$ cat config.mk
export PLATFORM = sky130hd
export DESIGN_NAME = sobel_calc_flat
export DESIGN_NICKNAME = d
export VERILOG_FILES = /design/src/hw/edge_pkg.sv /design/src/hw/kernel_if.sv /design/src/hw/sobel_calc.sv /design/src/flat_wrapper.sv
export VERILOG_INCLUDE_DIRS = /design/src /design/src/hw
export SDC_FILE = /design/constraint.sdc
export NUM_CORES = 1
export LEC_CHECK = 0
export BUFFER_PORTS_ARGS = -buffer_cell sky130_fd_sc_hd__clkbuf_2
export CORE_UTILIZATION = 40
export DETAILED_ROUTE_END_ITERATION = 10
export SYNTH_ARGS = -nofsm -noshare
export SYNTH_HDL_FRONTEND = slang
export SYNTH_SLANG_ARGS = --single-unit
$ cat constraint.sdc
create_clock -name rst -period 4.4 [get_ports rst]
set_clock_uncertainty 0.05 [all_clocks]
set_input_delay 0.22 -clock rst [delete_from_list [all_inputs] [get_ports rst]]
set_output_delay 0.22 -clock rst [all_outputs]
set_load 0.01 [all_outputs]
$ cat src/hw/edge_macros.svh
`ifndef EDGE_MACROS_SVH
`define EDGE_MACROS_SVH

// image geometry, also runs at 160 x 120
`define EDGE_IMG_COLS     32
`define EDGE_IMG_ROWS     24
`define EDGE_IMG_PXLS     (`EDGE_IMG_COLS * `EDGE_IMG_ROWS)

`define EDGE_NB_PXL       8                          // grey bits
`define EDGE_NB_ADDR      $clog2(`EDGE_IMG_PXLS)     // linear pixel address
`define EDGE_NB_COLS      $clog2(`EDGE_IMG_COLS)
`define EDGE_NB_ROWS      $clog2(`EDGE_IMG_ROWS)

// host register map
`define EDGE_NB_REG_ADDR  2
`define EDGE_NB_REG_DATA  8
`define EDGE_REG_CTRL     0    // filter_on, vfilter, run
`define EDGE_REG_FRAMES   1    // frame counter, read only

`endif

$ cat src/hw/edge_pkg.sv
`include "edge_macros.svh"

package edge_pkg;

  // one grey level
  typedef logic [`EDGE_NB_PXL-1:0]  pxl_t;

  // linear address into a frame memory
  typedef logic [`EDGE_NB_ADDR-1:0] pxl_addr_t;

  // position of the kernel centre
  typedef logic [`EDGE_NB_COLS-1:0] col_t;
  typedef logic [`EDGE_NB_ROWS-1:0] row_t;

  // weights 1 2 1 over three pixels need two more bits
  typedef logic [`EDGE_NB_PXL+1:0]  sum_t;

  // host register bus
  typedef logic [`EDGE_NB_REG_ADDR-1:0] reg_addr_t;
  typedef logic [`EDGE_NB_REG_DATA-1:0] reg_data_t;

endpackage

$ cat src/hw/kernel_if.sv
`timescale 1ns/1ps

interface kernel_if;
  import edge_pkg::*;

  // window layout, p22 is the newest pixel
  //  p00 p01 p02   row above
  //  p10 p11 p12   centre row
  //  p20 p21 p22   row below
  pxl_t      p00, p01, p02;
  pxl_t      p10, p11, p12;
  pxl_t      p20, p21, p22;
  logic      border;      // centre pixel sits on the image edge
  pxl_addr_t pxl_in_num;  // number of the pixel entering the window
  logic      receiving;   // window shifts on this cycle

  modport win (
    output p00, p01, p02,
    output p10, p11, p12,
    output p20, p21, p22,
    output border, pxl_in_num, receiving
  );

  modport calc (
    input  p00, p01, p02,
    input  p10, p11, p12,
    input  p20, p21, p22,
    input  border, pxl_in_num, receiving
  );

endinterface

$ cat src/hw/sobel_calc.sv
`timescale 1ns/1ps
`include "edge_macros.svh"

module sobel_calc (
  input  logic                rst,        // clock
  input  logic                clk,        // async reset, active high
  kernel_if.calc              kern,
  input  logic                filter_on,  // 0 passes the pixel through
  input  logic                vfilter,    // 1 vertical, 0 horizontal
  output logic                proc_we,
  output edge_pkg::pxl_addr_t proc_addr,
  output edge_pkg::pxl_t      proc_pxl,
  output logic                frame_done
);
  import edge_pkg::*;

  // centre lags the entering pixel by one row, two pixels and the sum register
  localparam pxl_addr_t LAT_PXLS  = pxl_addr_t'(`EDGE_IMG_COLS + 3);
  localparam pxl_addr_t WRAP_OFFS = pxl_addr_t'(`EDGE_IMG_PXLS - `EDGE_IMG_COLS - 3);
  localparam pxl_addr_t LAST_PXL  = pxl_addr_t'(`EDGE_IMG_PXLS - 1);

  sum_t hsum_top, hsum_bot;       // row above, row below
  sum_t vsum_left, vsum_right;    // left and right columns
  sum_t hsum_top_rg, hsum_bot_rg;
  sum_t vsum_left_rg, vsum_right_rg;
  logic border_rg;                // border flag aligned with the sums
  pxl_t sobel_hor, sobel_ver;

  // a + 2b + c
  function automatic sum_t weigh3(input pxl_t a, input pxl_t b, input pxl_t c);
    return sum_t'(a) + (sum_t'(b) << 1) + sum_t'(c);
  endfunction

  // |a - b| capped at the top grey level
  function automatic pxl_t sat_absdiff(input sum_t a, input sum_t b);
    sum_t diff;
    diff = (a > b) ? (a - b) : (b - a);
    if (|diff[`EDGE_NB_PXL+1:`EDGE_NB_PXL])
      return '1;
    return diff[`EDGE_NB_PXL-1:0];
  endfunction

  assign hsum_top   = weigh3(kern.p00, kern.p01, kern.p02);
  assign hsum_bot   = weigh3(kern.p20, kern.p21, kern.p22);
  assign vsum_left  = weigh3(kern.p00, kern.p10, kern.p20);
  assign vsum_right = weigh3(kern.p02, kern.p12, kern.p22);

  // segmentation stage, steps with the window
  always_ff @(posedge rst) begin
    if (kern.receiving) begin
      hsum_top_rg   <= hsum_top;
      hsum_bot_rg   <= hsum_bot;
      vsum_left_rg  <= vsum_left;
      vsum_right_rg <= vsum_right;
    end
  end

  always_ff @(posedge rst or posedge clk) begin
    if (clk)
      border_rg <= 1'b0;
    else if (kern.receiving)
      border_rg <= kern.border;
  end

  assign sobel_hor = sat_absdiff(hsum_bot_rg, hsum_top_rg);
  assign sobel_ver = sat_absdiff(vsum_right_rg, vsum_left_rg);

  // output select
  always_comb begin
    if (!filter_on)
      proc_pxl = kern.p10;          // centre of the previous shift
    else if (border_rg)
      proc_pxl = '0;                // one pixel frame forced black
    else if (vfilter)
      proc_pxl = sobel_ver;
    else
      proc_pxl = sobel_hor;
  end

  // write address, entering number minus the latency, modulo the frame
  assign proc_addr = (kern.pxl_in_num >= LAT_PXLS) ? (kern.pxl_in_num - LAT_PXLS)
                                                    : (kern.pxl_in_num + WRAP_OFFS);

  assign proc_we    = kern.receiving;
  assign frame_done = kern.receiving && (proc_addr == LAST_PXL);  // last pixel written

endmodule

$ cat src/flat_wrapper.sv
// flat-port wrapper written by rule: the top's interface ports become plain ports
module sobel_calc_flat import edge_pkg::*;
  (rst, clk, filter_on, vfilter, proc_we, proc_addr, proc_pxl, frame_done, kern_p00, kern_p01, kern_p02, kern_p10, kern_p11, kern_p12, kern_p20, kern_p21, kern_p22, kern_border, kern_pxl_in_num, kern_receiving);
  kernel_if kern_i ();
  input  logic rst;
  input  logic clk;
  input  logic filter_on;
  input  logic vfilter;
  output logic proc_we;
  output edge_pkg::pxl_addr_t proc_addr;
  output edge_pkg::pxl_t proc_pxl;
  output logic frame_done;
  input wire logic [$bits(kern_i.p00)-1:0] kern_p00;
  input wire logic [$bits(kern_i.p01)-1:0] kern_p01;
  input wire logic [$bits(kern_i.p02)-1:0] kern_p02;
  input wire logic [$bits(kern_i.p10)-1:0] kern_p10;
  input wire logic [$bits(kern_i.p11)-1:0] kern_p11;
  input wire logic [$bits(kern_i.p12)-1:0] kern_p12;
  input wire logic [$bits(kern_i.p20)-1:0] kern_p20;
  input wire logic [$bits(kern_i.p21)-1:0] kern_p21;
  input wire logic [$bits(kern_i.p22)-1:0] kern_p22;
  input wire logic [$bits(kern_i.border)-1:0] kern_border;
  input wire logic [$bits(kern_i.pxl_in_num)-1:0] kern_pxl_in_num;
  input wire logic [$bits(kern_i.receiving)-1:0] kern_receiving;
  assign kern_i.p00 = kern_p00;
  assign kern_i.p01 = kern_p01;
  assign kern_i.p02 = kern_p02;
  assign kern_i.p10 = kern_p10;
  assign kern_i.p11 = kern_p11;
  assign kern_i.p12 = kern_p12;
  assign kern_i.p20 = kern_p20;
  assign kern_i.p21 = kern_p21;
  assign kern_i.p22 = kern_p22;
  assign kern_i.border = kern_border;
  assign kern_i.pxl_in_num = kern_pxl_in_num;
  assign kern_i.receiving = kern_receiving;
  sobel_calc u_core (.rst(rst), .clk(clk), .kern(kern_i), .filter_on(filter_on), .vfilter(vfilter), .proc_we(proc_we), .proc_addr(proc_addr), .proc_pxl(proc_pxl), .frame_done(frame_done));
endmodule
* Word-level counts from Yosys, hierarchy flattened *
Cells that the tools add are included.

cells by class
  add/sub/neg operators = 14
  $mul = 0
  divide/modulo/power cells = 0
  magnitude comparators = 3
  eq/ne operators = 1
  shift-type cells = 0
  muxes and demuxes = 12
  bitwise logic cells = 0
  reductions and logical operators = 3

operators with widths
  kind                    count
  $mux 8                  7
  $add 10x8->10           4
  $add 8x9->10            4
  $sub 10x10->10          4
  $mux 10                 3
  $gt 10x10->1            2
  $add 10x10->10 const B  1
  $eq 10x10->1 const B    1
  $ge 10x6->1 const B     1
  $sub 10x6->10 const B   1
  $reduce_or 2->1         2
  $mux 1                  2
  $logic_and 1x1->1       1

storage, ports and cells
  flip-flop bits (word level) = 41
  bits in latches = 0
  bits in writable memories = 0
  ROM bits = 0
  input bits = 88
  output and inout bits = 20
  memories = 0

* Longest topological paths before layout *
  depth in word-level cells = 8
  depth in mapped cells = 13
  mapped depth without buffers = 12

* Least setup slack after synthesis *
Ideal clock, no wire load.

  path type = reg2out
  from = register u_core.vsum_right_rg[0]
  to = output port proc_pxl[1]
  arrival time = 2928 ps
  data required time = 4130 ps
  path slack = 1202 ps
  cell stages (with the launch flop) = 13
  cells stage by stage = edfxtp_1 inv_1 ha_1 inv_1 fa_1 a21o_1 a221o_1 o211ai_2 mux2_4 a21o_1 a211oi_4 a22oi_2 a22o_1

between the ends
  word-level cells in the longest chain between the ends = 8
  elaborated cells on any way between the ends = 10

RTL lines
  what                                                   RTL line            source
  start, declared                                        sobel_calc.sv:25    sum_t vsum_left_rg, vsum_right_rg;
  start signal, assigned                                 sobel_calc.sv:54    vsum_right_rg <= vsum_right;
  $sub 10x10->10 / $gt 10x10->1 (equally long branches)  sobel_calc.sv:37    diff = (a > b) ? (a - b) : (b - a);
  $mux 10 *                                              sobel_calc.sv:37
  $reduce_or 2->1                                        sobel_calc.sv:38    if (|diff[`EDGE_NB_PXL+1:`EDGE_NB_PXL])
  $mux 1                                                 sobel_calc.sv:38
  $mux 8 *                                               sobel_calc.sv:40    return diff[`EDGE_NB_PXL-1:0];
  $mux 8 *                                               sobel_calc.sv:74    else if (vfilter)
  $mux 8 *                                               sobel_calc.sv:72    else if (border_rg)
  $mux 8 *                                               sobel_calc.sv:70    if (!filter_on)
  end, declared                                          flat_wrapper.sv:11  output edge_pkg::pxl_t proc_pxl;

Every way passes the cells marked *; elsewhere a longest branch is shown, timed or not.

* Worst setup path in the final report *
  from = register u_core.vsum_right_rg[0]
  to = output port proc_pxl[6]

Same word-level chain as after synthesis.

==> qor.yml <==
status:
  status: "complete, no violations"
routing:
  via_per_inst: 5.135
  ant_nets: 0
  drtIter0Drc: 223
  route.vias.total: 4057
  post-route-drc-count: 0
  avgRoutedWirePerCell_um: 15.53
  wirelength_mm: 12.27
  first_pass_iters: 5
clock_network:
  clock-root-buffer: "clkbuf_16"
  cts-htree-levels: 2
  cts_buffers: 5
  postCtsSetupBuffers: 0
  clkLatencyLatePin_ns: 0.28
  clock-sinks: 41
  clk_pin_slew_ns: 0.06
  max-clock-path-buffers: 2
  cts_tree: "built"
hold_path:
  hold_depth: 2
  hp-start: "kern_border"
  hold_end: "u_core.border_rg"
  hp-class: "input port to flop"
layout:
  area_growth_syn_to_layout_pct: 15.49
  seq_area_um2: 1226
  insertedDiodeCount: 0
  fin_nets: 817
  multiInputGateArea_um2: 3580
  drive_gt1_share_pct: 20.39
  fill_cells: 1222
die:
  die_h_um: 116.0
  io_pins: 108
  floorplan.initialDensity_pct: 41.06
  die_w_um: 116.0
  placementRows: 41
  dieArea_um2: 13470
  core_area_um2: 12670
flow_run:
  drv_cap: 0
logic_synthesis:
  synth_xor_area_share_pct: 7.576
  synthMuxAreaShare_pct: 2.670
  netlist_instances: 518
  netlist_area_um2: 5202
  synth_top_area_share_pct: 23.09
  syn_nets: 718
  synthArstFlopShare_pct: 2.439
  yosys-top-cells-area: "edfxtp_1 (23%), ha_1 (18%), fa_1 (14%)"
  synth_commonest_cells: "inv_1 (86), ha_1 (76), edfxtp_1 (40), a21oi_1 (38), fa_1 (36)"
  synth_most_common_cell: "inv_1"
  ys_types: 64
  synth_edf_count: 40
  yosys.area_share.simple_pct: 7.431
  synth_compound_area_share_pct: 19.00
  ys_ff_latch: 41
  synth_top_family_by_area: "adder cells"
  ys.flop_type: "edfxtp_1"
  avgSynthCellArea_um2: 10.04
  synth-adder-area-share_pct: 32.13
  yosysWarnings: 0
  post-synth-top-area-cell: "edfxtp_1"
  ys_seq_area_share_pct: 23.57
global_routing:
  antenna_found_initial: 1
  grt_pass1_wl_mm: 19.53
  grt_pass1_vias: 3939
  grt_start_max_net_pins: 44
  grt_use_total_pct: 19.11
  grt-ovfl-total: 0
critical_path:
  reg2reg_to: "u_core.border_rg"
  rr_startpoint: "u_core.border_rg"
  r2r_cells: 1
  crit_required_ns: 4.13
  worstSetupEndpointType: "output port"
  cp-start-kind: "flop"
  crit_fanout: 12
  rrSetupSlack_ns: 3.59
  path_class: "flop to output port"
  arrival_ns: 3.80
timing:
  fin_tns_setup_ns: 0
  max_freq_ghz: 0.2457
  period_share_pct: 92.52
  whs_ns: 0.1148
  period_minus_slack_ns: 4.071
  tightest_slew_ns: 0.7773
  rsz0062_at_grt: "false"
  finalSetupViolations: 0
  maxSlewViolCount: 0
  finalHoldViolations: 0
  max_slew_margin_pct: 48.18
  setup_slack_ns: 0.3292
placement:
  portBuffers: 99
  place_congestion: 0.8509
  dp_hpwl_mm: 10.52
  place_ws_ns: 0.6771
power_and_ir_drop:
  cellPowerDensity_nw_per_um2: 457.8
  ir_worst_vdd_mv: 0.2020
  p_leak_nw: 2.940
==> report_power, final <==
group	internal, mW	total (mW)	switching, mW	leakage (nW)
registers	0.557	0.610	0.0523	0.403
clock network	0.211	0.370	0.159	0.0631
logic	0.775	1.77	0.996	2.47
total	1.54	2.75	1.21	2.94
==> worst max path at each step <==
| stage | end | cells after the start | from |
|---|---|---|---|
| floorplan | proc_pxl[1] | 12 | u_core.vsum_right_rg[0] |
| global placement | proc_pxl[6] | 14 | u_core.vsum_right_rg[0] |
| detailed placement | proc_pxl[6] | 14 | u_core.vsum_right_rg[0] |
| CTS | proc_pxl[6] | 14 | u_core.vsum_right_rg[0] |
| global route | proc_pxl[5] | 14 | u_core.vsum_right_rg[0] |
| finish | proc_pxl[6] | 14 | u_core.vsum_right_rg[0] |
==> layout make-up <==
cell class	instances	share of cell area, %
inverter	86	5.373
tap	172	3.582
clock buffer	6	2.145
timing repair buffer	102	8.663
multi-input combinational	381	59.58
sequential	41	20.41
clock inverter	2	0.2499
==> through the flow <==
stage	util (%)	cell area [um^2]	instances	total power, mW
6_report	47.42	6008	790	2.751
5_1_grt	47.42	6008	790	2.970
4_1_cts	47.42	6008	790	2.760
3_5_place_dp	46.20	5854	781	2.378
3_3_place_gp	46.20	5854	781	2.339
2_1_floorplan	-	5202	518	1.974
==> per-layer routing <==
metal,part of all wire [%],GRT usage [%],wire [um]
met4,0.65,2.735,80
met2,45,31.87,5509
met3,7.2,2.929,888
met5,0,0,0
met1,47,26.74,5790
==> what timing repair did <==
action	CTS	global route
hold endpoints to repair	1	0
resized for setup	0	0
hold buffers	1	0
==> registers in the layout (all words and copies together) (netlist names) <==
name and flops:
u_core.vsum_left_rg 10, u_core.vsum_right_rg 10, u_core.border_rg 1, u_core.hsum_bot_rg 10, u_core.hsum_top_rg 10
==> worst max-delay path, stage by stage, from the launching register on <==
cell	delay [ns]
edfxtp_1	0.40
inv_1	0.08
ha_1	0.17
inv_1	0.05
fa_1	0.38
a21o_1	0.21
a221o_1	0.37
o211ai_2	0.14
buf_4	0.23
mux2_4	0.33
a21o_1	0.21
a211oi_4	0.41
a22oi_1	0.14
a22o_1	0.27
clkbuf_2	0.14
==> cell usage in the layout (no fill, tap or decap), drive strengths merged, types with 8 or more instances in the layout <==
master,synthesis,layout
a21o,19,19
a21oi,38,38
clkbuf,3,105
edfxtp,40,40
fa,36,36
ha,76,76
inv,86,86
mux2i,9,9
nand2,13,13
nand3,8,8
nor2,13,13
nor3,9,9
o21ai,25,25
o21bai,10,10
xnor2,30,30
xor2,15,15
==> cells by family after synthesis <==
family	after synthesis
compound gates	140
xor+xnor	45
fa+ha+maj	112
buf+inv	96
flops	41
mux	13
simple gates	71
(Power assumes the default switching activity.)
