--- config.mk ---
export PLATFORM = sky130hd
export DESIGN_NAME = sobel_window_flat
export DESIGN_NICKNAME = d
export VERILOG_FILES = /design/src/hw/edge_pkg.sv /design/src/hw/kernel_if.sv /design/src/hw/sobel_window.sv /design/src/flat_wrapper.sv
export VERILOG_INCLUDE_DIRS = /design/src /design/src/hw
export SDC_FILE = /design/constraint.sdc
export NUM_CORES = 1
export LEC_CHECK = 0
export ABC_AREA = 1
export BUFFER_PORTS_ARGS = -buffer_cell sky130_fd_sc_hd__buf_2
export CAP_MARGIN = 10
export CORE_MARGIN = 2
export CORE_UTILIZATION = 45
export CTS_BUF_LIST = sky130_fd_sc_hd__clkbuf_4 sky130_fd_sc_hd__clkbuf_8 sky130_fd_sc_hd__clkbuf_16
export CTS_CLUSTER_SIZE = 20
export DETAILED_ROUTE_END_ITERATION = 6
export PLACE_DENSITY = 0.66
export SLEW_MARGIN = 20
export SYNTH_ARGS = -nofsm -noshare
export SYNTH_HDL_FRONTEND = slang
export SYNTH_SLANG_ARGS = --single-unit
export TNS_END_PERCENT = 50
--- constraint.sdc ---
create_clock -name rst -period 6 [get_ports rst]
set_clock_uncertainty 0.15 [all_clocks]
set_input_delay 1.2 -clock rst [delete_from_list [all_inputs] [get_ports rst]]
set_output_delay 1.2 -clock rst [all_outputs]
set_load 0.01 [all_outputs]
--- src/hw/edge_macros.svh ---
`ifndef EDGE_MACROS_SVH
`define EDGE_MACROS_SVH

// image geometry, also runs at 160 x 120
`define EDGE_IMG_COLS     32
`define EDGE_IMG_ROWS     24
`define EDGE_IMG_PXLS     (`EDGE_IMG_COLS * `EDGE_IMG_ROWS)

`define EDGE_NB_PXL       8                          // grey bits
`define EDGE_NB_ADDR      $clog2(`EDGE_IMG_PXLS)     // linear pixel address
`define EDGE_NB_COLS      $clog2(`EDGE_IMG_COLS)
`define EDGE_NB_ROWS      $clog2(`EDGE_IMG_ROWS)

// host register map
`define EDGE_NB_REG_ADDR  2
`define EDGE_NB_REG_DATA  8
`define EDGE_REG_CTRL     0    // filter_on, vfilter, run
`define EDGE_REG_FRAMES   1    // frame counter, read only

`endif

--- src/hw/edge_pkg.sv ---
`include "edge_macros.svh"

package edge_pkg;

  // one grey level
  typedef logic [`EDGE_NB_PXL-1:0]  pxl_t;

  // linear address into a frame memory
  typedef logic [`EDGE_NB_ADDR-1:0] pxl_addr_t;

  // position of the kernel centre
  typedef logic [`EDGE_NB_COLS-1:0] col_t;
  typedef logic [`EDGE_NB_ROWS-1:0] row_t;

  // weights 1 2 1 over three pixels need two more bits
  typedef logic [`EDGE_NB_PXL+1:0]  sum_t;

  // host register bus
  typedef logic [`EDGE_NB_REG_ADDR-1:0] reg_addr_t;
  typedef logic [`EDGE_NB_REG_DATA-1:0] reg_data_t;

endpackage

--- src/hw/kernel_if.sv ---
`timescale 1ns/1ps

interface kernel_if;
  import edge_pkg::*;

  // window layout, p22 is the newest pixel
  //  p00 p01 p02   row above
  //  p10 p11 p12   centre row
  //  p20 p21 p22   row below
  pxl_t      p00, p01, p02;
  pxl_t      p10, p11, p12;
  pxl_t      p20, p21, p22;
  logic      border;      // centre pixel sits on the image edge
  pxl_addr_t pxl_in_num;  // number of the pixel entering the window
  logic      receiving;   // window shifts on this cycle

  modport win (
    output p00, p01, p02,
    output p10, p11, p12,
    output p20, p21, p22,
    output border, pxl_in_num, receiving
  );

  modport calc (
    input  p00, p01, p02,
    input  p10, p11, p12,
    input  p20, p21, p22,
    input  border, pxl_in_num, receiving
  );

endinterface

--- src/hw/sobel_window.sv ---
`timescale 1ns/1ps
`include "edge_macros.svh"

module sobel_window (
  input  logic                rst,        // clock
  input  logic                clk,        // async reset, active high
  input  logic                run,
  output edge_pkg::pxl_addr_t orig_addr,  // original memory read address
  input  edge_pkg::pxl_t      orig_pxl,   // one clock after orig_addr
  kernel_if.win               kern
);
  import edge_pkg::*;

  // three kernel pixels of each row sit outside the line buffers
  localparam int        BUF_DEPTH = `EDGE_IMG_COLS - 3;
  localparam col_t      BUF_LAST  = col_t'(BUF_DEPTH - 1);
  localparam pxl_addr_t LAST_PXL  = pxl_addr_t'(`EDGE_IMG_PXLS - 1);
  // entering pixel number while the last frame pixel is at p11
  localparam pxl_addr_t LAST_P11_IN = pxl_addr_t'(`EDGE_IMG_COLS + 1);
  localparam col_t      LAST_COL  = col_t'(`EDGE_IMG_COLS - 1);
  localparam row_t      LAST_ROW  = row_t'(`EDGE_IMG_ROWS - 1);

  pxl_addr_t cnt_pxl;      // scan address
  pxl_addr_t pxl_in_num;   // scan address delayed by the memory latency
  logic      receiving;
  col_t      buf_pt;       // line buffer pointer
  col_t      colnum;       // centre column
  row_t      rownum;       // centre row
  logic      lastpxl_p11;
  logic      first_col, last_col, first_row, last_row;

  pxl_t linebuf1 [0:BUF_DEPTH-1];  // feeds the centre row
  pxl_t linebuf2 [0:BUF_DEPTH-1];  // feeds the row above

  pxl_t p00, p01, p02;
  pxl_t p10, p11, p12;
  pxl_t p20, p21, p22;

  // scan counter, holds while run is low
  always_ff @(posedge rst or posedge clk) begin
    if (clk) begin
      cnt_pxl    <= '0;
      pxl_in_num <= '0;
      receiving  <= 1'b0;
    end else begin
      receiving <= run;            // memory data arrives a cycle later
      if (run) begin
        pxl_in_num <= cnt_pxl;
        if (cnt_pxl == LAST_PXL)
          cnt_pxl <= '0;           // wrap at end of frame
        else
          cnt_pxl <= cnt_pxl + 1'b1;
      end
    end
  end

  assign orig_addr   = cnt_pxl;
  assign lastpxl_p11 = (pxl_in_num == LAST_P11_IN);

  // buffer pointer
  always_ff @(posedge rst or posedge clk) begin
    if (clk) begin
      buf_pt <= '0;
    end else if (receiving) begin
      if (buf_pt == BUF_LAST)
        buf_pt <= '0;
      else
        buf_pt <= buf_pt + 1'b1;
    end
  end

  // position of p11, avoids any divide by the image width
  always_ff @(posedge rst or posedge clk) begin
    if (clk) begin
      colnum <= '0;
      rownum <= '0;
    end else if (receiving) begin
      if (lastpxl_p11) begin       // last centre of the frame
        colnum <= '0;
        rownum <= '0;
      end else if (last_col) begin
        colnum <= '0;
        rownum <= rownum + 1'b1;
      end else begin
        colnum <= colnum + 1'b1;
      end
    end
  end

  assign first_col = (colnum == '0);
  assign last_col  = (colnum == LAST_COL);
  assign first_row = (rownum == '0);
  assign last_row  = (rownum == LAST_ROW);

  // kernel shift and line buffer recirculation
  always_ff @(posedge rst) begin
    if (receiving) begin
      linebuf1[buf_pt] <= p20;     // row below moves up one row
      linebuf2[buf_pt] <= p10;     // centre row moves up one row
      p22 <= orig_pxl;             // newest pixel
      p21 <= p22;
      p20 <= p21;
      p12 <= linebuf1[buf_pt];     // old value, written cols-3 shifts ago
      p11 <= p12;
      p10 <= p11;
      p02 <= linebuf2[buf_pt];
      p01 <= p02;
      p00 <= p01;
    end
  end

  assign kern.p00 = p00;
  assign kern.p01 = p01;
  assign kern.p02 = p02;
  assign kern.p10 = p10;
  assign kern.p11 = p11;
  assign kern.p12 = p12;
  assign kern.p20 = p20;
  assign kern.p21 = p21;
  assign kern.p22 = p22;

  assign kern.border     = first_col | last_col | first_row | last_row;
  assign kern.pxl_in_num = pxl_in_num;
  assign kern.receiving  = receiving;

endmodule

--- src/flat_wrapper.sv ---
// flat-port wrapper written by rule: the top's interface ports become plain ports
module sobel_window_flat import edge_pkg::*;
  (rst, clk, run, orig_addr, orig_pxl, kern_p00, kern_p01, kern_p02, kern_p10, kern_p11, kern_p12, kern_p20, kern_p21, kern_p22, kern_border, kern_pxl_in_num, kern_receiving);
  kernel_if kern_i ();
  input  logic rst;
  input  logic clk;
  input  logic run;
  output edge_pkg::pxl_addr_t orig_addr;
  input  edge_pkg::pxl_t orig_pxl;
  output wire logic [$bits(kern_i.p00)-1:0] kern_p00;
  output wire logic [$bits(kern_i.p01)-1:0] kern_p01;
  output wire logic [$bits(kern_i.p02)-1:0] kern_p02;
  output wire logic [$bits(kern_i.p10)-1:0] kern_p10;
  output wire logic [$bits(kern_i.p11)-1:0] kern_p11;
  output wire logic [$bits(kern_i.p12)-1:0] kern_p12;
  output wire logic [$bits(kern_i.p20)-1:0] kern_p20;
  output wire logic [$bits(kern_i.p21)-1:0] kern_p21;
  output wire logic [$bits(kern_i.p22)-1:0] kern_p22;
  output wire logic [$bits(kern_i.border)-1:0] kern_border;
  output wire logic [$bits(kern_i.pxl_in_num)-1:0] kern_pxl_in_num;
  output wire logic [$bits(kern_i.receiving)-1:0] kern_receiving;
  assign kern_p00 = kern_i.p00;
  assign kern_p01 = kern_i.p01;
  assign kern_p02 = kern_i.p02;
  assign kern_p10 = kern_i.p10;
  assign kern_p11 = kern_i.p11;
  assign kern_p12 = kern_i.p12;
  assign kern_p20 = kern_i.p20;
  assign kern_p21 = kern_i.p21;
  assign kern_p22 = kern_i.p22;
  assign kern_border = kern_i.border;
  assign kern_pxl_in_num = kern_i.pxl_in_num;
  assign kern_receiving = kern_i.receiving;
  sobel_window u_core (.rst(rst), .clk(clk), .run(run), .orig_addr(orig_addr), .orig_pxl(orig_pxl), .kern(kern_i));
endmodule
# [Yosys cells after proc, flatten, opt, wreduce, memory -nomap -nowiden]
# Memory sizes are Yosys's and may differ from the RTL's. A register that Yosys moved wholly into a read port is not among the register bits.
# Index checks and enable logic that the tools add are counted.
# W data, S select, Z words.
[op_classes] addsub=4 n_eq_ne=5 mux=8 bitwise=3 reduce_logical=4
[ops] cell="$mux W5" n=5
[ops] cell="$add A5 B1 Y5 const B" n=3
[ops] cell="$eq A5 B5 Y1 const B" n=3
[ops] cell="$add A10 B1 Y10 const B" n=1
[ops] cell="$eq A10 B10 Y1 const B" n=1
[ops] cell="$eq A10 B6 Y1 const B" n=1
[ops] cell="$logic_not A5 Y1" n=2
[ops] cell="$mux W10" n=1
[ops] cell="$or A1 B1 Y1" n=3
[ops] cell="$mux W1" n=2
[ops] cell="$reduce_and A2 Y1" n=1
[ops] cell="$reduce_bool A2 Y1" n=1
[word_totals] ff_bits=92 mem_bits_rw=464 in_bits=11 output_inout_bits=94 elab_cells=39 n_memories=2
[memory_table] memory="u_core.linebuf1" depth=29 word_bits=8 rd=1 rd_ports_with_merged_regs=1 wr=1 line="sobel_window.sv:32" source="pxl_t linebuf1 [0:BUF_DEPTH-1];"
[memory_table] memory="u_core.linebuf2" depth=29 word_bits=8 rd=1 rd_ports_with_merged_regs=1 wr=1 line="sobel_window.sv:33" source="pxl_t linebuf2 [0:BUF_DEPTH-1];"

# [Depth between registers and ports, before layout]
[depth] depth_word=4 ltp_mapped=10

# [Least setup slack after synthesis]
# OpenSTA, ideal clock, no wires.
[synth_timing] kind="register to register" from="register u_core.receiving, in the netlist u_core.kern.receiving" to="memory u_core.linebuf1[23][0] in the netlist's numbering (enable)" arrival_ns=3.654 path_slack_ns=1.787 path_stages_with_launch=4 path_buffers=1 synth_period_minus_slack_ns=4.213 cell_sequence="dfrtp_1 buf_2 nand2_1 nor3_1"
[synth_between] elab_chain_cells=2
[synth_lines] item="start, declared" line="sobel_window.sv:25" source="logic receiving;"
[synth_lines] item="start signal, assigned" line="sobel_window.sv:46" source="receiving <= run;"
[synth_lines] item="$mux W1" line="sobel_window.sv:97" source="if (receiving) begin"
[synth_lines] item="$mux W1 (implied by the code)" line="sobel_window.sv:98" source="linebuf1[buf_pt] <= p20;"
[synth_lines] item="end, declared" line="sobel_window.sv:32"
# No other way between the ends.

# [Worst setup path after layout]
[layout_timing] from="register u_core.buf_pt[1]" to="memory u_core.linebuf1[4][5] in the netlist's numbering (enable)"
[layout_lines] item="start, declared" line="sobel_window.sv:26" source="col_t buf_pt;"
[layout_lines] item="start signal, assigned" line="sobel_window.sv:68" source="buf_pt <= buf_pt + 1'b1;"
# Straight into the memory's write port.

==> results.toml <==
[cts]
clockBufferDepth = 3
clkTransAtPathRegs_ps = 60
ctsHoldBuffers = 0
cts_tree = "yes"
cts-resized-gates = 0
cts_sinks = 572
clock-root-buffer = "clkbuf_16"
numCtsBuffers = 59
post_cts_buffers = 0
htree_levels = 2
clock_latency_ps = 630

[outcome]
outcome = "finished clean"

[placed_design]
gp_congestion = 0.827
dp.final_hpwl_um = 36400
place.port_buffers = 104
place_area_um2 = 25900

[critical_path]
r2r_start = "u_core.buf_pt[1]"
worstSetupStartpointType = "flip-flop"
cp-startpoint = "u_core.buf_pt[1]"
crit_path_end = "u_core.linebuf1[4][5]"
worstReg2RegEnd = "u_core.linebuf1[4][5]"
cp_data_required_time_ps = 6170
cp-end-kind = "flip-flop"
arrival_ps = 3950
path_class = "reg -> reg"
reg2reg_depth = 5
cp_max_fo = 62
rrSetupSlack_ps = 2220

[sta]
fmax_mhz = 265
tns_ps = 0
rsz0062_at_grt = "no"
period_needed_ps = 3780
drv_slew = 0
slew_headroom_pct = 24.5
worst_pin_slew_ps = 1130
setup_viol = 0
fin_crit_sh_pct = 63.0
hold_viol_final = 0

[routing]
ant_nets = 0
routed_via_density = 5.03
via_count = 16400
dr.pass1.iters = 6
wl_per_cell_um = 19.0
drc = 0
dr.first_iter.drc_count = 1733
routed_wl_um = 62000

[synthesis]
synth-main-ff-cell = "edfxtp_1"
avgSynthCellArea_um2 = 10.3
yosysTopAreaCell = "edfxtp_1"
synth_async_sr_flop_share_pct = 6.29
synth_top_area_share_pct = 65.3
synth_area_leaders = "edfxtp_1 65%, nand2_1 12%, inv_1 7.7%"
syn_nets = 2414
syn-instance-count = 2393
yosysSeqAreaShare_pct = 69.0
ys_warn_count = 0
synth_enable_flop_cells = 536
synth_area_um2 = 24600
synth-seq-cells = 572
ys_types = 29

[worst_hold_path]
hp-class = "reg -> reg"

[floorplanning]
die_y_um = 238
dieArea_um2 = 56700
core_area_um2 = 54000
die_w_um = 238
row_count = 85
pin_count = 105
start_util_pct = 45.6

[pwr]
switching_share_pct = 33.5
power.internal_mw = 7.77
p_total_mw = 11.7
p_per_area_nw_per_um2 = 419
seqPwrFrac_pct = 44.7
irDropWorstVdd_mv = 0.220
p_sw_mw = 3.91
power_frac_comb_pct = 24.3
p_leak_nw = 12.6
clockPowerShare_pct = 31.0

[finish]
drive_gt1_share_pct = 10.5
syn2layout_area_growth_pct = 13.0
final_nets = 2538
stdcell_area_um2 = 27800

[grt]
overflow = 0
antenna_found_initial = 0
grtUsageTotal_pct = 22.1
grt_max_degree = 176
grt_pass1_wl_um = 94700
grt_pass1_vias = 16100

[job]
drv_cap = 0
synthesized netlist by cell type (12+ instances only):
master / n
edfxtp_1: 536
clkbuf_1: 16
o21ai_0: 17
buf_2: 47
nor2_1: 112
nand2_1: 780
dfrtp_1: 36
nand3_1: 261
buf_4: 13
inv_1: 504
nor3_1: 12
buf_6: 13
layout by cell type, fill, tap and decap left out, types with 2 or more instances in the layout:
| cell type | netlist | layout |
|---|---|---|
| buf_2 | 47 | 104 |
| buf_4 | 13 | 49 |
| bufinv_16 | 0 | 5 |
| clkbuf_16 | 0 | 60 |
| clkbuf_4 | 0 | 11 |
| clkinv_1 | 0 | 16 |
| clkinv_2 | 0 | 14 |
| clkinvlp_4 | 0 | 2 |
| dfrtp_1 | 36 | 33 |
| dfrtp_4 | 0 | 3 |
| edfxtp_1 | 536 | 536 |
| ha_1 | 10 | 10 |
| inv_1 | 504 | 504 |
| inv_4 | 1 | 2 |
| inv_6 | 0 | 4 |
| nand2_1 | 780 | 780 |
| nand3_1 | 261 | 261 |
| nand4_1 | 8 | 8 |
| nor2_1 | 112 | 111 |
| nor2_4 | 3 | 3 |
| nor2_8 | 2 | 2 |
| nor3_1 | 12 | 10 |
| nor3_2 | 1 | 3 |
| o21ai_0 | 17 | 17 |
| xnor2_1 | 2 | 2 |
| xor2_1 | 6 | 6 |
how the worst min path moves through the flow:
| stage | to | slack (ps) | start | cells past startpoint |
|---|---|---|---|---|
| floorplan | u_core.kern.p00[0] | 350 | u_core.kern.p01[0] | 0 |
| global placement | u_core.kern.p20[2] | 270 | u_core.kern.p21[2] | 0 |
| finish | u_core.kern.p20[2] | 290 | u_core.kern.p21[2] | 0 |
| global route | u_core.kern.p21[6] | 300 | u_core.kern.p22[6] | 0 |
| CTS | u_core.kern.p20[2] | 290 | u_core.kern.p21[2] | 0 |
| detailed placement | u_core.kern.p20[2] | 280 | u_core.kern.p21[2] | 0 |
kinds of logic after synthesis:
| family | count (synthesis) | synth area share [%] |
|---|---|---|
| and+or+nand+nor | 1182 | 19.8 |
| buffers and inverters | 600 | 9.98 |
| DFF | 572 | 69.0 |
| AOI/OAI and AO/OA | 21 | 0.457 |
| adders and majority gates | 10 | 0.508 |
| xor gates and xnor gates | 8 | 0.284 |
power groups by stage:
| stage | clock [mW] | sequential, mW | combinational, mW |
|---|---|---|---|
| after global placement | 0 | 5.28 | 2.79 |
| after detailed placement | 0 | 5.29 | 2.83 |
| after floorplan | 0 | 5.21 | 1.87 |
| final | 3.62 | 5.21 | 2.84 |
| after global routing | 3.83 | 5.25 | 3.13 |
| after CTS | 3.67 | 5.22 | 2.84 |
worst max-delay path, stage by stage, from the launching register on:
cell	delay (ps)
dfrtp_4	770
inv_4	730
ha_1	270
nand2_1	210
nor2_1	950
buf_4	350
final cells by class:
| class | instances | area, um^2 |
|---|---|---|
| well taps | 696 | 871 |
| inverters | 508 | 1920 |
| multi-input cells | 1221 | 5200 |
| flip-flops and latches | 572 | 17000 |
| clock inverters | 41 | 338 |
| repair buffers | 155 | 920 |
| clock buffers | 71 | 1580 |
| fillers | 4653 | 26200 |
| diodes | 1 | 2.50 |
flip-flops by register name (all words and copies together) (netlist names):
signal,cells
u_core.buf_pt,5
u_core.colnum,5
u_core.kern.p00,8
u_core.kern.p01,8
u_core.kern.p02,8
u_core.kern.p10,8
u_core.kern.p11,8
u_core.kern.p12,8
u_core.kern.p20,8
u_core.kern.p21,8
u_core.kern.p22,8
u_core.kern.pxl_in_num,10
u_core.kern.receiving,1
u_core.linebuf1,232
u_core.linebuf2,232
u_core.orig_addr,10
u_core.rownum,5
metrics by stage:
step | utilization, % | hold slack (ps) | cells | setup slack [ps]
6_report | 51.5 | 292 | 3265 | 2220
2_1_floorplan | - | 349 | 2393 | 1790
3_3_place_gp | 48.0 | 273 | 3152 | 2120
5_1_grt | 51.5 | 302 | 3264 | 2120
3_5_place_dp | 48.0 | 280 | 3152 | 2110
4_1_cts | 51.5 | 294 | 3264 | 2100
layer usage:
layer | routed length, um | track usage, % | share of wire (%) | vias up
li1 | - | - | - | 7770
met1 | 26100 | 29.7 | 42 | 7876
met4 | 2380 | 9.79 | 3.8 | 0
met5 | 0 | 0 | 0 | -
met2 | 29100 | 36.1 | 47 | 659
met3 | 4410 | 2.87 | 7.1 | 118
Power figures use the tool's default switching activity.
