===== src/hw/edge_macros.svh =====
`ifndef EDGE_MACROS_SVH
`define EDGE_MACROS_SVH

// image geometry, also runs at 160 x 120
`define EDGE_IMG_COLS     32
`define EDGE_IMG_ROWS     24
`define EDGE_IMG_PXLS     (`EDGE_IMG_COLS * `EDGE_IMG_ROWS)

`define EDGE_NB_PXL       8                          // grey bits
`define EDGE_NB_ADDR      $clog2(`EDGE_IMG_PXLS)     // linear pixel address
`define EDGE_NB_COLS      $clog2(`EDGE_IMG_COLS)
`define EDGE_NB_ROWS      $clog2(`EDGE_IMG_ROWS)

// host register map
`define EDGE_NB_REG_ADDR  2
`define EDGE_NB_REG_DATA  8
`define EDGE_REG_CTRL     0    // filter_on, vfilter, run
`define EDGE_REG_FRAMES   1    // frame counter, read only

`endif


===== src/hw/edge_pkg.sv =====
`include "edge_macros.svh"

package edge_pkg;

  // one grey level
  typedef logic [`EDGE_NB_PXL-1:0]  pxl_t;

  // linear address into a frame memory
  typedef logic [`EDGE_NB_ADDR-1:0] pxl_addr_t;

  // position of the kernel centre
  typedef logic [`EDGE_NB_COLS-1:0] col_t;
  typedef logic [`EDGE_NB_ROWS-1:0] row_t;

  // weights 1 2 1 over three pixels need two more bits
  typedef logic [`EDGE_NB_PXL+1:0]  sum_t;

  // host register bus
  typedef logic [`EDGE_NB_REG_ADDR-1:0] reg_addr_t;
  typedef logic [`EDGE_NB_REG_DATA-1:0] reg_data_t;

endpackage


===== src/hw/edge_cfg_regs.sv =====
`timescale 1ns/1ps
`include "edge_macros.svh"

module edge_cfg_regs (
  input  logic                rst,         // clock
  input  logic                clk,         // async reset, active high
  input  logic                cfg_we,
  input  edge_pkg::reg_addr_t cfg_addr,
  input  edge_pkg::reg_data_t cfg_wdata,
  output edge_pkg::reg_data_t cfg_rdata,
  input  logic                frame_done,  // one pulse per written frame
  output logic                filter_on,
  output logic                vfilter,
  output logic                run
);
  import edge_pkg::*;

  localparam reg_addr_t CTRL_ADDR   = reg_addr_t'(`EDGE_REG_CTRL);
  localparam reg_addr_t FRAMES_ADDR = reg_addr_t'(`EDGE_REG_FRAMES);

  // control bit positions
  localparam int BIT_FILTER = 0;
  localparam int BIT_VFILT  = 1;
  localparam int BIT_RUN    = 2;

  logic [2:0] ctrl_q;    // run, vfilter, filter_on
  reg_data_t  frames_q;  // completed frames, wraps past 255

  // control register, takes the write at the next edge
  always_ff @(posedge rst or posedge clk) begin
    if (clk) begin
      ctrl_q <= '0;
    end else if (cfg_we && (cfg_addr == CTRL_ADDR)) begin
      ctrl_q <= cfg_wdata[2:0];
    end
  end

  // frame counter
  always_ff @(posedge rst or posedge clk) begin
    if (clk) begin
      frames_q <= '0;
    end else if (frame_done) begin
      frames_q <= frames_q + reg_data_t'(1);
    end
  end

  // read mux, no latency
  always_comb begin
    case (cfg_addr)
      CTRL_ADDR:   cfg_rdata = reg_data_t'(ctrl_q);
      FRAMES_ADDR: cfg_rdata = frames_q;
      default:     cfg_rdata = '0;  // unmapped
    endcase
  end

  assign filter_on = ctrl_q[BIT_FILTER];
  assign vfilter   = ctrl_q[BIT_VFILT];   // 1 vertical, 0 horizontal
  assign run       = ctrl_q[BIT_RUN];

endmodule


===== config.mk =====
export PLATFORM = sky130hd
export DESIGN_NAME = edge_cfg_regs
export DESIGN_NICKNAME = d
export VERILOG_FILES = /design/src/hw/edge_pkg.sv /design/src/hw/edge_cfg_regs.sv
export VERILOG_INCLUDE_DIRS = /design/src /design/src/hw
export SDC_FILE = /design/constraint.sdc
export NUM_CORES = 1
export LEC_CHECK = 0
export BUFFER_PORTS_ARGS = -buffer_cell sky130_fd_sc_hd__clkbuf_2
export CAP_MARGIN = 5
export CORE_MARGIN = 2
export CORE_UTILIZATION = 39
export DETAILED_ROUTE_END_ITERATION = 8
export GPL_TIMING_DRIVEN = 0
export PLACE_DENSITY = 0.74
export SLEW_MARGIN = 10
export SYNTH_ARGS = -nofsm -noshare
export SYNTH_HDL_FRONTEND = slang
export SYNTH_SLANG_ARGS = --single-unit

===== constraint.sdc =====
create_clock -name rst -period 1 [get_ports rst]
set_input_delay 0.1 -clock rst [delete_from_list [all_inputs] [get_ports rst]]
set_output_delay 0.1 -clock rst [all_outputs]
set_load 0.02 [all_outputs]

; After elaboration in Yosys (flattened, before gate mapping)
; Index checks and enable logic that the tools add are counted.
[word_totals]
ff_bits = 11
inputBits = 14
out_inout_bits = 11
wordCells = 7
[op_classes]
add_sub_neg = 1
eq_ne = 1
mux = 1
reduce_logical = 2
[op_table]
columns = op, n
row1 = $pmux W8 S2, 1
row2 = $add A8 B1 Y8 const B, 1
row3 = $eq A2 B1 Y1 const B, 1
row4 = $logic_not A2 Y1, 1
row5 = $logic_and A1 B1 Y1, 1

; Depth between registers and ports, before layout
; Gate-level depths: netlist (run 1).
[logic_depth]
word_depth = 2
depth_mapped = 3

; Least setup slack after synthesis (run 1)
; Ideal clock, no wire load.
[synth_path]
kind = flip-flop to flip-flop
start = register frames_q[0]
end = register frames_q[1]
setup_ps = 125
t_arrival_ps = 931
t_required_ps = 875
path_slack_ps = -56
stages_incl_launch_ff = 3
n_path_buf = 0
period_less_slack_ps = 1056
path_cell_list = dfrtp_1 ha_1 mux2_2
[synth_between]
elab_chain_len = 1
[synth_rtl]
columns = item, line
row1 = from (decl), edge_cfg_regs.sv:27  ; reg_data_t frames_q;
row2 = from (signal assigned), edge_cfg_regs.sv:43  ; frames_q <= frames_q + reg_data_t'(1);
row3 = $add A8 B1 Y8, edge_cfg_regs.sv:43
; Every way passes these cells.
; A chain may end at the register's enable or synchronous reset.

; Worst setup path after layout (run 1)
[layout_path]
start = register frames_q[0]
end = output port cfg_rdata[0]
[layout_between]
elab_chain_len = 1
[layout_rtl]
columns = item, line
row1 = $pmux W8 S2, edge_cfg_regs.sv:49  ; case (cfg_addr)
row2 = to (decl), edge_cfg_regs.sv:10  ; output edge_pkg::reg_data_t cfg_rdata,
; Every way passes these cells.

==> results.txt, run 1 <==
outcome: complete, but fails checks
violated checks: negative setup slack
crit path from: frames_q[0]
FF-to-FF setup slack: -0.13 ns
total congestion overflow: 0
Worst-Margin Slew: 0.426 ns
Hold Crit Endpoint: ctrl_q[1]
Layout area overhead: 54.5%
Pre-antenna DRT Iters: 4
VDD IR max: 1.28 mV
slack of the critical path: -0.161 ns
Syn. warnings: 0
CTS Root Cell: clkbuf_4
DRT Wirelength: 1140 µm
DRC marker count from the first detailed-route iteration: 7
# rows: 13
CP bufs+invs: 1
most frequent cells in the layout: clkbuf_2, buf_4, dfrtp_1, and2_4
CP arrival: 1.06 ns
Critical Path RT: 0.90 ns
Diodes inserted: 0
fmax: 861 MHz
final net count: 96
Crit Path Class: reg2out
die height: 41.6 µm
fin. max-slew vios: 0
slew margin rel.: 0.715
starting density of the core: 0.418
CTS Buf Count: 3
Hold Startpoint: cfg_wdata[1]
first-pass GRT wire length: 1840 µm
Seq cells post-synth: 11
H-tree depth: 1
die area: 1730 µm²
Worst-Skew Late Latency: 0.28 ns
CP delay by family, top: flip-flops
Post-DP HPWL: 724 µm
share of cells above drive strength 1: 0.613
unrepaired setup endpoints after global routing: yes
Cell variety after synth: 17
worst r2r src: frames_q[1]
vias in the first global route: 414
RD Place Congestion: 0.696
setup TNS: -0.875 ns
DIE WIDTH: 41.6 µm
DRC: 0
CP Launch Type: register
hold depth: 2
Critical Path Max Stage Delay: 0.45 ns
post-synthesis instance area: 551 µm²
Core Box Area: 1320 µm²
commonest non-fill, non-tap cell in the layout: clkbuf_2
Final Cycle Share: 1.16
Leak Pwr: 0.425 nW
IO Pins: 25
post-route ant nets: 0
Yosys top cell by area: dfrtp_1
clock sinks: 11
Syn Inst Count: 47
post-synthesis sequential area ratio: 0.500
TritonCTS clock tree: done
Total Power: 2.02 mW
Critical Path Fanout Max: 4
endpoint type of the worst setup path: primary output
Max Cap Viol: 0
DR WL/cell: 12.0 µm
CTS Buffer Depth: 2
Port Buffers: 18
Syn Area/Cell: 11.7 µm²
worst hold path class: in2reg
Synth top area share: 0.500
R2R depth: 5
Slowest-stage cell, CP: dfrtp_2
Final Setup Violations: 13
reg2reg end: frames_q[7]
CP cell instances: mux2i_1, nor2_1, buf_2
largest net degree at the start of global routing: 12
total number of vias: 445
Via density: 4.68
initial antenna violation count: 0
GRT Util Overall: 0.146
Fin. Hold Viols: 0
Syn Nets: 62
ranking of synthesized cells by area: dfrtp_1, mux2_2, xnor2_1, and2_1, mux2i_1
min Tclk post-route: 1.16 ns
Clock Pin Slew Worst Setup and Hold Paths: 0.08 ns
PD cells: 2370 nW/µm²
Clock Skew: 0.00364 ns
==> metrics by stage <==
stage	instance area [µm²]	hold WS [ns]	instances	utilization	setup WS [ns]
floorplan	551	-0.0476	47	-	-0.0425
global placement	659	0.0873	80	0.500	-0.0599
detailed placement	659	0.0906	80	0.500	-0.0812
CTS	800	0.0545	94	0.607	-0.145
global route	851	0.0356	95	0.646	-0.236
finish	851	0.0564	95	0.646	-0.161
==> area by class of cell <==
cell class	count	area [µm²]
buffer	1	5.00
clock buffer	3	22.5
clock inverter	1	5.00
fill	98	467
inverter	1	3.75
multi-input combinational	34	298
sequential	11	278
tap	15	18.8
timing repair buffer	29	220
==> kinds of logic after synthesis <==
family / after synthesis / share of synthesized area
AND/OR/NAND/NOR: 19 / 0.214
flip-flops: 11 / 0.500
XOR/XNOR: 7 / 0.111
multiplexers: 7 / 0.136
buffers and inverters: 2 / 0.0159
adder cells (fa/ha/maj): 1 / 0.0227
==> worst register-to-register path, stage by stage (launching register included) <==
cell     delay (ns)
dfrtp_1        0.40
buf_4          0.13
buf_4          0.11
nand4_4        0.11
nor3_2         0.15
xor2_1         0.16
==> how the worst max path moves through the flow <==
| stage | endpoint | slack, ns | cells past startpoint |
|---|---|---|---|
| 2_1_floorplan | frames_q[1] | -0.04 | 2 |
| 3_3_place_gp | frames_q[1] | -0.06 | 2 |
| 3_5_place_dp | frames_q[1] | -0.08 | 2 |
| 4_1_cts | cfg_rdata[1] | -0.15 | 3 |
| 5_1_grt | cfg_rdata[1] | -0.24 | 3 |
| 6_report | cfg_rdata[0] | -0.16 | 3 |
==> power breakdown <==
| group | total, mW | switching [mW] | internal, mW | leakage (nW) |
|---|---|---|---|---|
| Clock | 0.313 | 0.165 | 0.148 | 0.0177 |
| Sequential | 0.737 | 0.123 | 0.614 | 0.133 |
| Combinational | 0.966 | 0.442 | 0.524 | 0.274 |
==> synthesized netlist by cell type <==
cell type   n
and2_1      5
and3_1      1
clkbuf_2    1
dfrtp_1    11
ha_1        1
inv_1       1
mux2_2      4
mux2i_1     3
nand2_1     3
nand4_1     2
nand4_2     1
nor2_1      4
nor2b_1     1
nor3_2      1
nor3b_2     1
xnor2_1     4
xor2_1      3
==> state kept, by name, summed over array words and instances (netlist names) <==
name and cells:
frames_q 8, ctrl_q 3
==> per-layer routing <==
| metal | wire [µm] | part of all wire | GRT usage |
|---|---|---|---|
| met4 | 34 | 0.030 | 0.116 |
| met3 | 42 | 0.037 | 0.0565 |
| met5 | 0 | 0 | 0 |
| met1 | 565 | 0.50 | 0.183 |
| met2 | 497 | 0.44 | 0.197 |
==> timing repair <==
action                                  in CTS  in global routing
resized for setup                           10                 19
endpoints found under the setup margin      13                 14
buffers inserted                             9                  1
pin swaps                                    3                  3
endpoints found under the hold margin       11                  0
hold buffers                                 1                  0
No activity file was read; power rests on OpenSTA's default activity.
==> run 2: changes to the inputs <==
--- a/config.mk
+++ b/config.mk
@@ -8,11 +8,13 @@
 export LEC_CHECK = 0
 export BUFFER_PORTS_ARGS = -buffer_cell sky130_fd_sc_hd__clkbuf_2
 export CAP_MARGIN = 5
+export CELL_PAD_IN_SITES_DETAIL_PLACEMENT = 2
+export CELL_PAD_IN_SITES_GLOBAL_PLACEMENT = 2
 export CORE_MARGIN = 2
-export CORE_UTILIZATION = 39
+export CORE_UTILIZATION = 26
 export DETAILED_ROUTE_END_ITERATION = 8
 export GPL_TIMING_DRIVEN = 0
-export PLACE_DENSITY = 0.74
+export PLACE_DENSITY = 0.77
 export SLEW_MARGIN = 10
 export SYNTH_ARGS = -nofsm -noshare
 export SYNTH_HDL_FRONTEND = slang
==> constraint.sdc (replaced) <==
create_clock -name rst -period 1.1 [get_ports rst]
set_input_delay 0.11 -clock rst [delete_from_list [all_inputs] [get_ports rst]]
set_output_delay 0.11 -clock rst [all_outputs]
set_load 0.02 [all_outputs]
==> run 2 against run 1 <==
The run still ends with negative setup slack left. Cell area decreased by 0.44%. Sequential power fell by 8.7%. Combinational power decreased by 4.2%. Critical path depth is the same. Via count is 7.6% higher. Clock skew is 0.0012 ns lower.
==> results.txt, run 2 (synthesis results as in run 1) <==
Diodes inserted: 0 (unchanged)
largest net degree at the start of global routing: 12 (unchanged)
worst r2r src: frames_q[1]
Final Cycle Share: 1.06
Critical Path RT: 0.99 ns (+0.09 ns)
Clock Skew: 0.00243 ns (-0.00121 ns)
met2 wire length: 761 µm (+53%)
# rows: 16 (+3)
clock sinks: 11 (unchanged)
Leak Pwr: 0.425 nW (about the same)
Total Power: 1.88 mW (-6.6%)
CP cell instances: mux2i_1, nor2_1, buf_2
max FFs per register: 8 (unchanged)
Critical Path Max Stage Delay: 0.42 ns (-0.03 ns)
H-tree depth: 1 (unchanged)
Max Used Layer: met4
reg2reg end: frames_q[1]
met3 WL: 55 µm (+31%)
Sequential Area: 277 µm² (-0.45%)
Pint: 1.22 mW (-5.3%)
Core Box Area: 1980 µm² (+50%)
starting density of the core: 0.278 (-0.140)
Hold Startpoint: cfg_wdata[1]
Max Cap Viol: 0 (unchanged)
IO Pins: 25 (unchanged)
DR WL/cell: 12.8 µm (+6.3%)
Post-DP HPWL: 1000 µm (+39%)
Layout area overhead: 53.9%
Fin. Hold Viols: 0 (unchanged)
vias in the first global route: 547 (+32%)
slew margin rel.: 0.715 (about the same)
DIE WIDTH: 50.0 µm (+20%)
initial antenna violation count: 0 (unchanged)
Sw Ratio: 0.353 (-0.00906)
Via density: 4.39 (-6.2%)
die height: 50.0 µm (+20%)
slack of the critical path: -0.0714 ns (+0.0895 ns)
Hold Crit Endpoint: ctrl_q[1]
Critical Path Fanout Max: 4 (unchanged)
min Tclk post-route: 1.17 ns
PD cells: 2220 nW/µm² (-6.2%)
crit path from: frames_q[1]
violated checks: negative setup slack
post-route ant nets: 0 (unchanged)
CTS Buffer Depth: 2 (unchanged)
final net count: 98 (+2.1%)
Slowest-stage cell, CP: dfrtp_1
fin. max-slew vios: 0 (unchanged)
area of the multi-input gates: 284 µm² (-4.6%)
final hold slack: 0.0664 ns (+0.00991 ns)
Logic pwr share: 0.491 (+0.012)
Placed Cells incl. Taps: 92 (+15%)
Clock Pin Slew Worst Setup and Hold Paths: 0.08 ns (about the same)
unrepaired setup endpoints after global routing: yes
Finished Layout Cells: 109 (+15%)
sequential share of power: 0.358 (-0.008)
pre-CTS WS: -0.00708 ns (+0.0741 ns)
FF-to-FF setup slack: -0.01 ns (+0.12 ns)
Regs by FF count: frames_q (8), ctrl_q (3)
hold depth: 2 (unchanged)
CP Launch Type: register
share of cells above drive strength 1: 0.537 (-0.0759)
endpoint type of the worst setup path: primary output
Worst-Skew Late Latency: 0.27 ns (about the same)
DRT Wirelength: 1390 µm (+22%)
largest register by flop count: frames_q
Clock Power Share: 0.151 (-0.004)
R2R depth: 2 (-3)
fmax: 854 MHz
RD Place Congestion: 0.751 (+8.0%)
die area: 2500 µm² (+45%)
NetSw: 0.664 mW (-9.0%)
GRT Util Overall: 0.135 (-0.0106)
outcome: complete, but fails checks
Crit Path Class: reg2out
Worst-Margin Slew: 0.427 ns (+0.000350 ns)
DRC marker count from the first detailed-route iteration: 3 (-4)
Final Setup Violations: 4 (-9)
fill count: 212 (+120%)
most frequent cells in the layout: clkbuf_2, buf_4, dfrtp_1, and2_1
VDD IR max: 1.18 mV (-8.3%)
total congestion overflow: 0 (unchanged)
CP arrival: 1.06 ns (about the same)
total number of vias: 479 (+7.6%)
first-pass GRT wire length: 2500 µm (+36%)
Pre-antenna DRT Iters: 2 (-2)
TritonCTS clock tree: done
CTS Buf Count: 3 (unchanged)
met1 wire length: 555 µm (-1.8%)
DRC: 0 (unchanged)
Port Buffers: 18 (unchanged)
CTS Root Cell: clkbuf_4
worst hold path class: in2reg
-- run 2: cell count changes in the layout (fill, tap and decap cells not counted), moves of 2 or more --
cell    change
and2_1      +5
and2_4      -5
buf_8       -3
buf_4       +2
buf_6       +2
-- run 2: per-layer routing --
| metal | global-route usage | vias to the layer above |
|---|---|---|
| met5 | 0 | - |
| met3 | 0.0394 | 2 |
| met2 | 0.230 | 14 |
| met4 | 0.0556 | 0 |
| met1 | 0.157 | 234 |
| li1 | - | 229 |
-- run 2: what timing repair did --
action                                 in CTS  in global routing
setup endpoints to repair                   7                 12
setup buffers                              10                  2
resized for setup                           3                 17
pin swaps                                   2                  2
hold buffers                                1                  0
endpoints found under the hold margin      11                  0
gates cloned                                0                  0
-- run 2: final cells by class --
class,count,share of cell area
inverter,1,0.00443
tap,27,0.0399
timing repair buffer,31,0.257
buffer,1,0.00591
multi-input combinational,34,0.335
clock buffer,4,0.0310
sequential,11,0.326
-- run 2: how the worst max path moves through the flow --
stage | depth (start not counted) | end | slack [ns]
floorplan | 2 | frames_q[1] | 0.04
detailed placement | 2 | frames_q[1] | -0.007
finish | 3 | cfg_rdata[1] | -0.07
global placement | 2 | frames_q[1] | 0.03
CTS | 3 | cfg_rdata[1] | -0.08
global route | 3 | cfg_rdata[1] | -0.15
-- run 2: per-stage QoR --
| step | setup TNS (ns) | utilization | cell area (µm²) |
|---|---|---|---|
| floorplan | 0 | - | 551 |
| global placement | 0 | 0.340 | 674 |
| detailed placement | -0.00708 | 0.340 | 674 |
| CTS | -0.256 | 0.400 | 793 |
| global route | -0.526 | 0.427 | 847 |
| finish | -0.203 | 0.427 | 847 |
-- run 2: power by group through the flow --
| stage | Combinational (mW) | Clock [mW] | Sequential (mW) |
|---|---|---|---|
| after floorplan | 0.328 | 0 | 0.718 |
| after global placement | 0.459 | 0 | 0.733 |
| after detailed placement | 0.488 | 0 | 0.750 |
| after CTS | 0.850 | 0.289 | 0.679 |
| after global routing | 1.03 | 0.316 | 0.699 |
| final | 0.925 | 0.285 | 0.673 |
-- run 2: critical path, delay by kind of cell (launching register included) --
family	cells	cell delay, ns
flops	1	0.42
buf+inv	1	0.15
simple gates	1	0.06
mux	1	0.16
==> run 3: changes to the inputs <==
--- a/config.mk
+++ b/config.mk
@@ -13,7 +13,6 @@
 export CORE_MARGIN = 2
 export CORE_UTILIZATION = 26
 export DETAILED_ROUTE_END_ITERATION = 8
-export GPL_TIMING_DRIVEN = 0
 export PLACE_DENSITY = 0.77
 export SLEW_MARGIN = 10
 export SYNTH_ARGS = -nofsm -noshare
==> run 3 against run 2 <==
The run still ends with negative setup slack left. Flip-flop and latch count is the same. Via count up 5.0%. Critical path depth increased by 1. Cell area increased by 5.8%. Fmax fell by 12%. Sequential power increased by 8.3%. Routed wire length grew 31%. First-iteration DRC count shrank 33%. Sequential share of layout area decreased by 1.8 points. Core utilization is 2.5 points higher. Cell count grew 1.8%. Worst hold slack better by 0.010 ns. Critical path type unchanged. Largest cell class unchanged.
==> results.txt, run 3 (synthesis results as in run 1) <==
DRC marker count from the first detailed-route iteration: 2 (-1)
total congestion overflow: 0 (unchanged)
Final Setup Violations: 7 (+3)
commonest non-fill, non-tap cell in the layout: clkbuf_2
die height: 50.0 µm (unchanged)
max FFs per register: 8 (unchanged)
GRT Util Overall: 0.150 (+0.0150)
NetSw: 0.807 mW (+22%)
outcome: complete, but fails checks
first-pass GRT wire length: 2660 µm (+6.4%)
CP Launch Type: register
die area: 2500 µm² (unchanged)
largest register by flop count: frames_q
Critical Path Max Stage Delay: 0.43 ns (about the same)
DR WL/cell: 16.4 µm (+28%)
Pre-antenna DRT Iters: 4 (+2)
Clock Pin Slew Worst Setup and Hold Paths: 0.08 ns (about the same)
Worst-Skew Late Latency: 0.27 ns (about the same)
slew margin rel.: 0.704 (-0.0111)
most frequent cells in the layout: clkbuf_2, buf_4, dfrtp_1, buf_6, xnor2_1
Final Cycle Share: 1.22 (+0.152)
Critical Path Fanout Max: 2 (-2)
Clock Power Share: 0.134 (-0.017)
post-route ant nets: 0 (unchanged)
CTS Buf Count: 3 (unchanged)
endpoint type of the worst setup path: primary output
sequential share of power: 0.339 (-0.019)
unrepaired setup endpoints after global routing: yes
Worst-Margin Slew: 0.443 ns (+0.0166 ns)
DRT Wirelength: 1820 µm (+31%)
share of cells above drive strength 1: 0.583 (+0.0467)
# rows: 16 (unchanged)
CP arrival: 1.23 ns (+0.17 ns)
H-tree depth: 1 (unchanged)
Fin. Hold Viols: 0 (unchanged)
clock sinks: 11 (unchanged)
CP cell instances: buf_6, mux2i_1, nor2_1, buf_4
Clock Skew: 0.00648 ns (+0.00405 ns)
DRC: 0 (unchanged)
Pint: 1.34 mW (+10%)
Sw Ratio: 0.375 (+0.0227)
Final Core Density: 0.452 (+0.0246)
CP delay by family, top: flip-flops
CTS Buffer Depth: 2 (unchanged)
RD Place Congestion: 0.707 (-5.9%)
min Tclk post-route: 1.34 ns (+0.167 ns)
Logic pwr share: 0.527 (+0.036)
VDD IR max: 1.04 mV (-12%)
pre-CTS WS: 0.0179 ns (+0.0250 ns)
starting density of the core: 0.278 (unchanged)
largest net degree at the start of global routing: 12 (unchanged)
Total Power: 2.15 mW (+14%)
fill count: 208 (-1.9%)
design area: 896 µm² (+5.8%)
CTS Root Cell: clkbuf_4
worst hold path class: in2reg
CP bufs+invs: 2 (+1)
Port Buffers: 19 (+1)
slack of the critical path: -0.239 ns (-0.167 ns)
vias in the first global route: 534 (-2.4%)
fin. max-slew vios: 0 (unchanged)
fmax: 747 MHz (-12%)
final net count: 100 (+2.0%)
Slowest-stage cell, CP: dfrtp_1
initial antenna violation count: 0 (unchanged)
Leak Pwr: 0.450 nW (+5.7%)
TritonCTS clock tree: done
Diodes inserted: 0 (unchanged)
DIE WIDTH: 50.0 µm (unchanged)
dpl cell area: 704 µm² (+4.5%)
Layout area overhead: 62.7%
FF-to-FF setup slack: -0.07 ns (-0.06 ns)
PD cells: 2400 nW/µm² (+8.0%)
Core Box Area: 1980 µm² (unchanged)
Regs by FF count: frames_q (8), ctrl_q (3)
Crit Path Class: reg2out
IO Pins: 25 (unchanged)
Critical Path RT: 0.99 ns (about the same)
Via density: 4.53 (+3.1%)
violated checks: negative setup slack
total number of vias: 503 (+5.0%)
Max Cap Viol: 0 (unchanged)
run 3: changes by cell type in the layout (fill, tap and decap cells not counted), moves of 2 or more:
cell,previous run,this run
buf_6,4,7
buf_4,13,11
and2_1,5,3
and2_4,0,2
run 3: final cells by class:
class	count	area (µm²)	area share
Sequential cell	11	277	0.309
Multi-Input combinational cell	34	309	0.345
Tap cell	27	33.8	0.0377
Timing Repair Buffer	34	246	0.275
Inverter	1	3.75	0.00419
Clock buffer	4	26.3	0.0293
run 3: path summary, 6_finish.rpt:
path / startpoint / endpoint / cells after the start
max reg2reg: frames_q[2] / frames_q[7] / 5
max: frames_q[2] / cfg_rdata[2] / 4
min: cfg_wdata[1] / ctrl_q[1] / 2
max in group asynchronous: clk / frames_q[1] / 3
min in group asynchronous: clk / frames_q[2] / 3
min reg2reg: frames_q[7] / frames_q[7] / 1
run 3: routing by layer:
metal | track usage | up-vias | part of all wire
li1 | - | 232 | -
met1 | 0.165 | 253 | 0.37
met2 | 0.265 | 14 | 0.56
met3 | 0.0364 | 4 | 0.036
met4 | 0.0741 | 0 | 0.030
met5 | 0 | - | 0
run 3: metrics by stage:
step | hold WS (ns) | TNS [ns] | cells
2_1_floorplan | -0.0376 | 0 | 47
3_3_place_gp | 0.111 | 0 | 96
3_5_place_dp | 0.117 | 0 | 96
4_1_cts | 0.0693 | -0.448 | 106
5_1_grt | 0.0685 | -1.24 | 111
6_report | 0.0764 | -0.703 | 111
run 3: power by group through the flow:
stage / logic, mW / registers (mW) / clock network, mW
final: 1.13 / 0.729 / 0.288
after global routing: 1.23 / 0.741 / 0.314
after CTS: 0.863 / 0.703 / 0.283
after detailed placement: 0.592 / 0.722 / 0
after global placement: 0.566 / 0.709 / 0
after floorplan: 0.328 / 0.718 / 0
run 3: repair_timing:
action                                  CTS  global route
gates resized for setup                   5            22
endpoints found under the setup margin    4            12
hold endpoints to repair                 11             0
hold buffers                              1             0
pin swaps                                 1             7
setup buffers                             5             6
run 3: worst register-to-register path, cell delays in order (launching register included):
cell	delay, ns
dfrtp_1	0.41
buf_4	0.13
buf_6	0.09
nand4_4	0.10
nor3_4	0.20
xor2_1	0.16
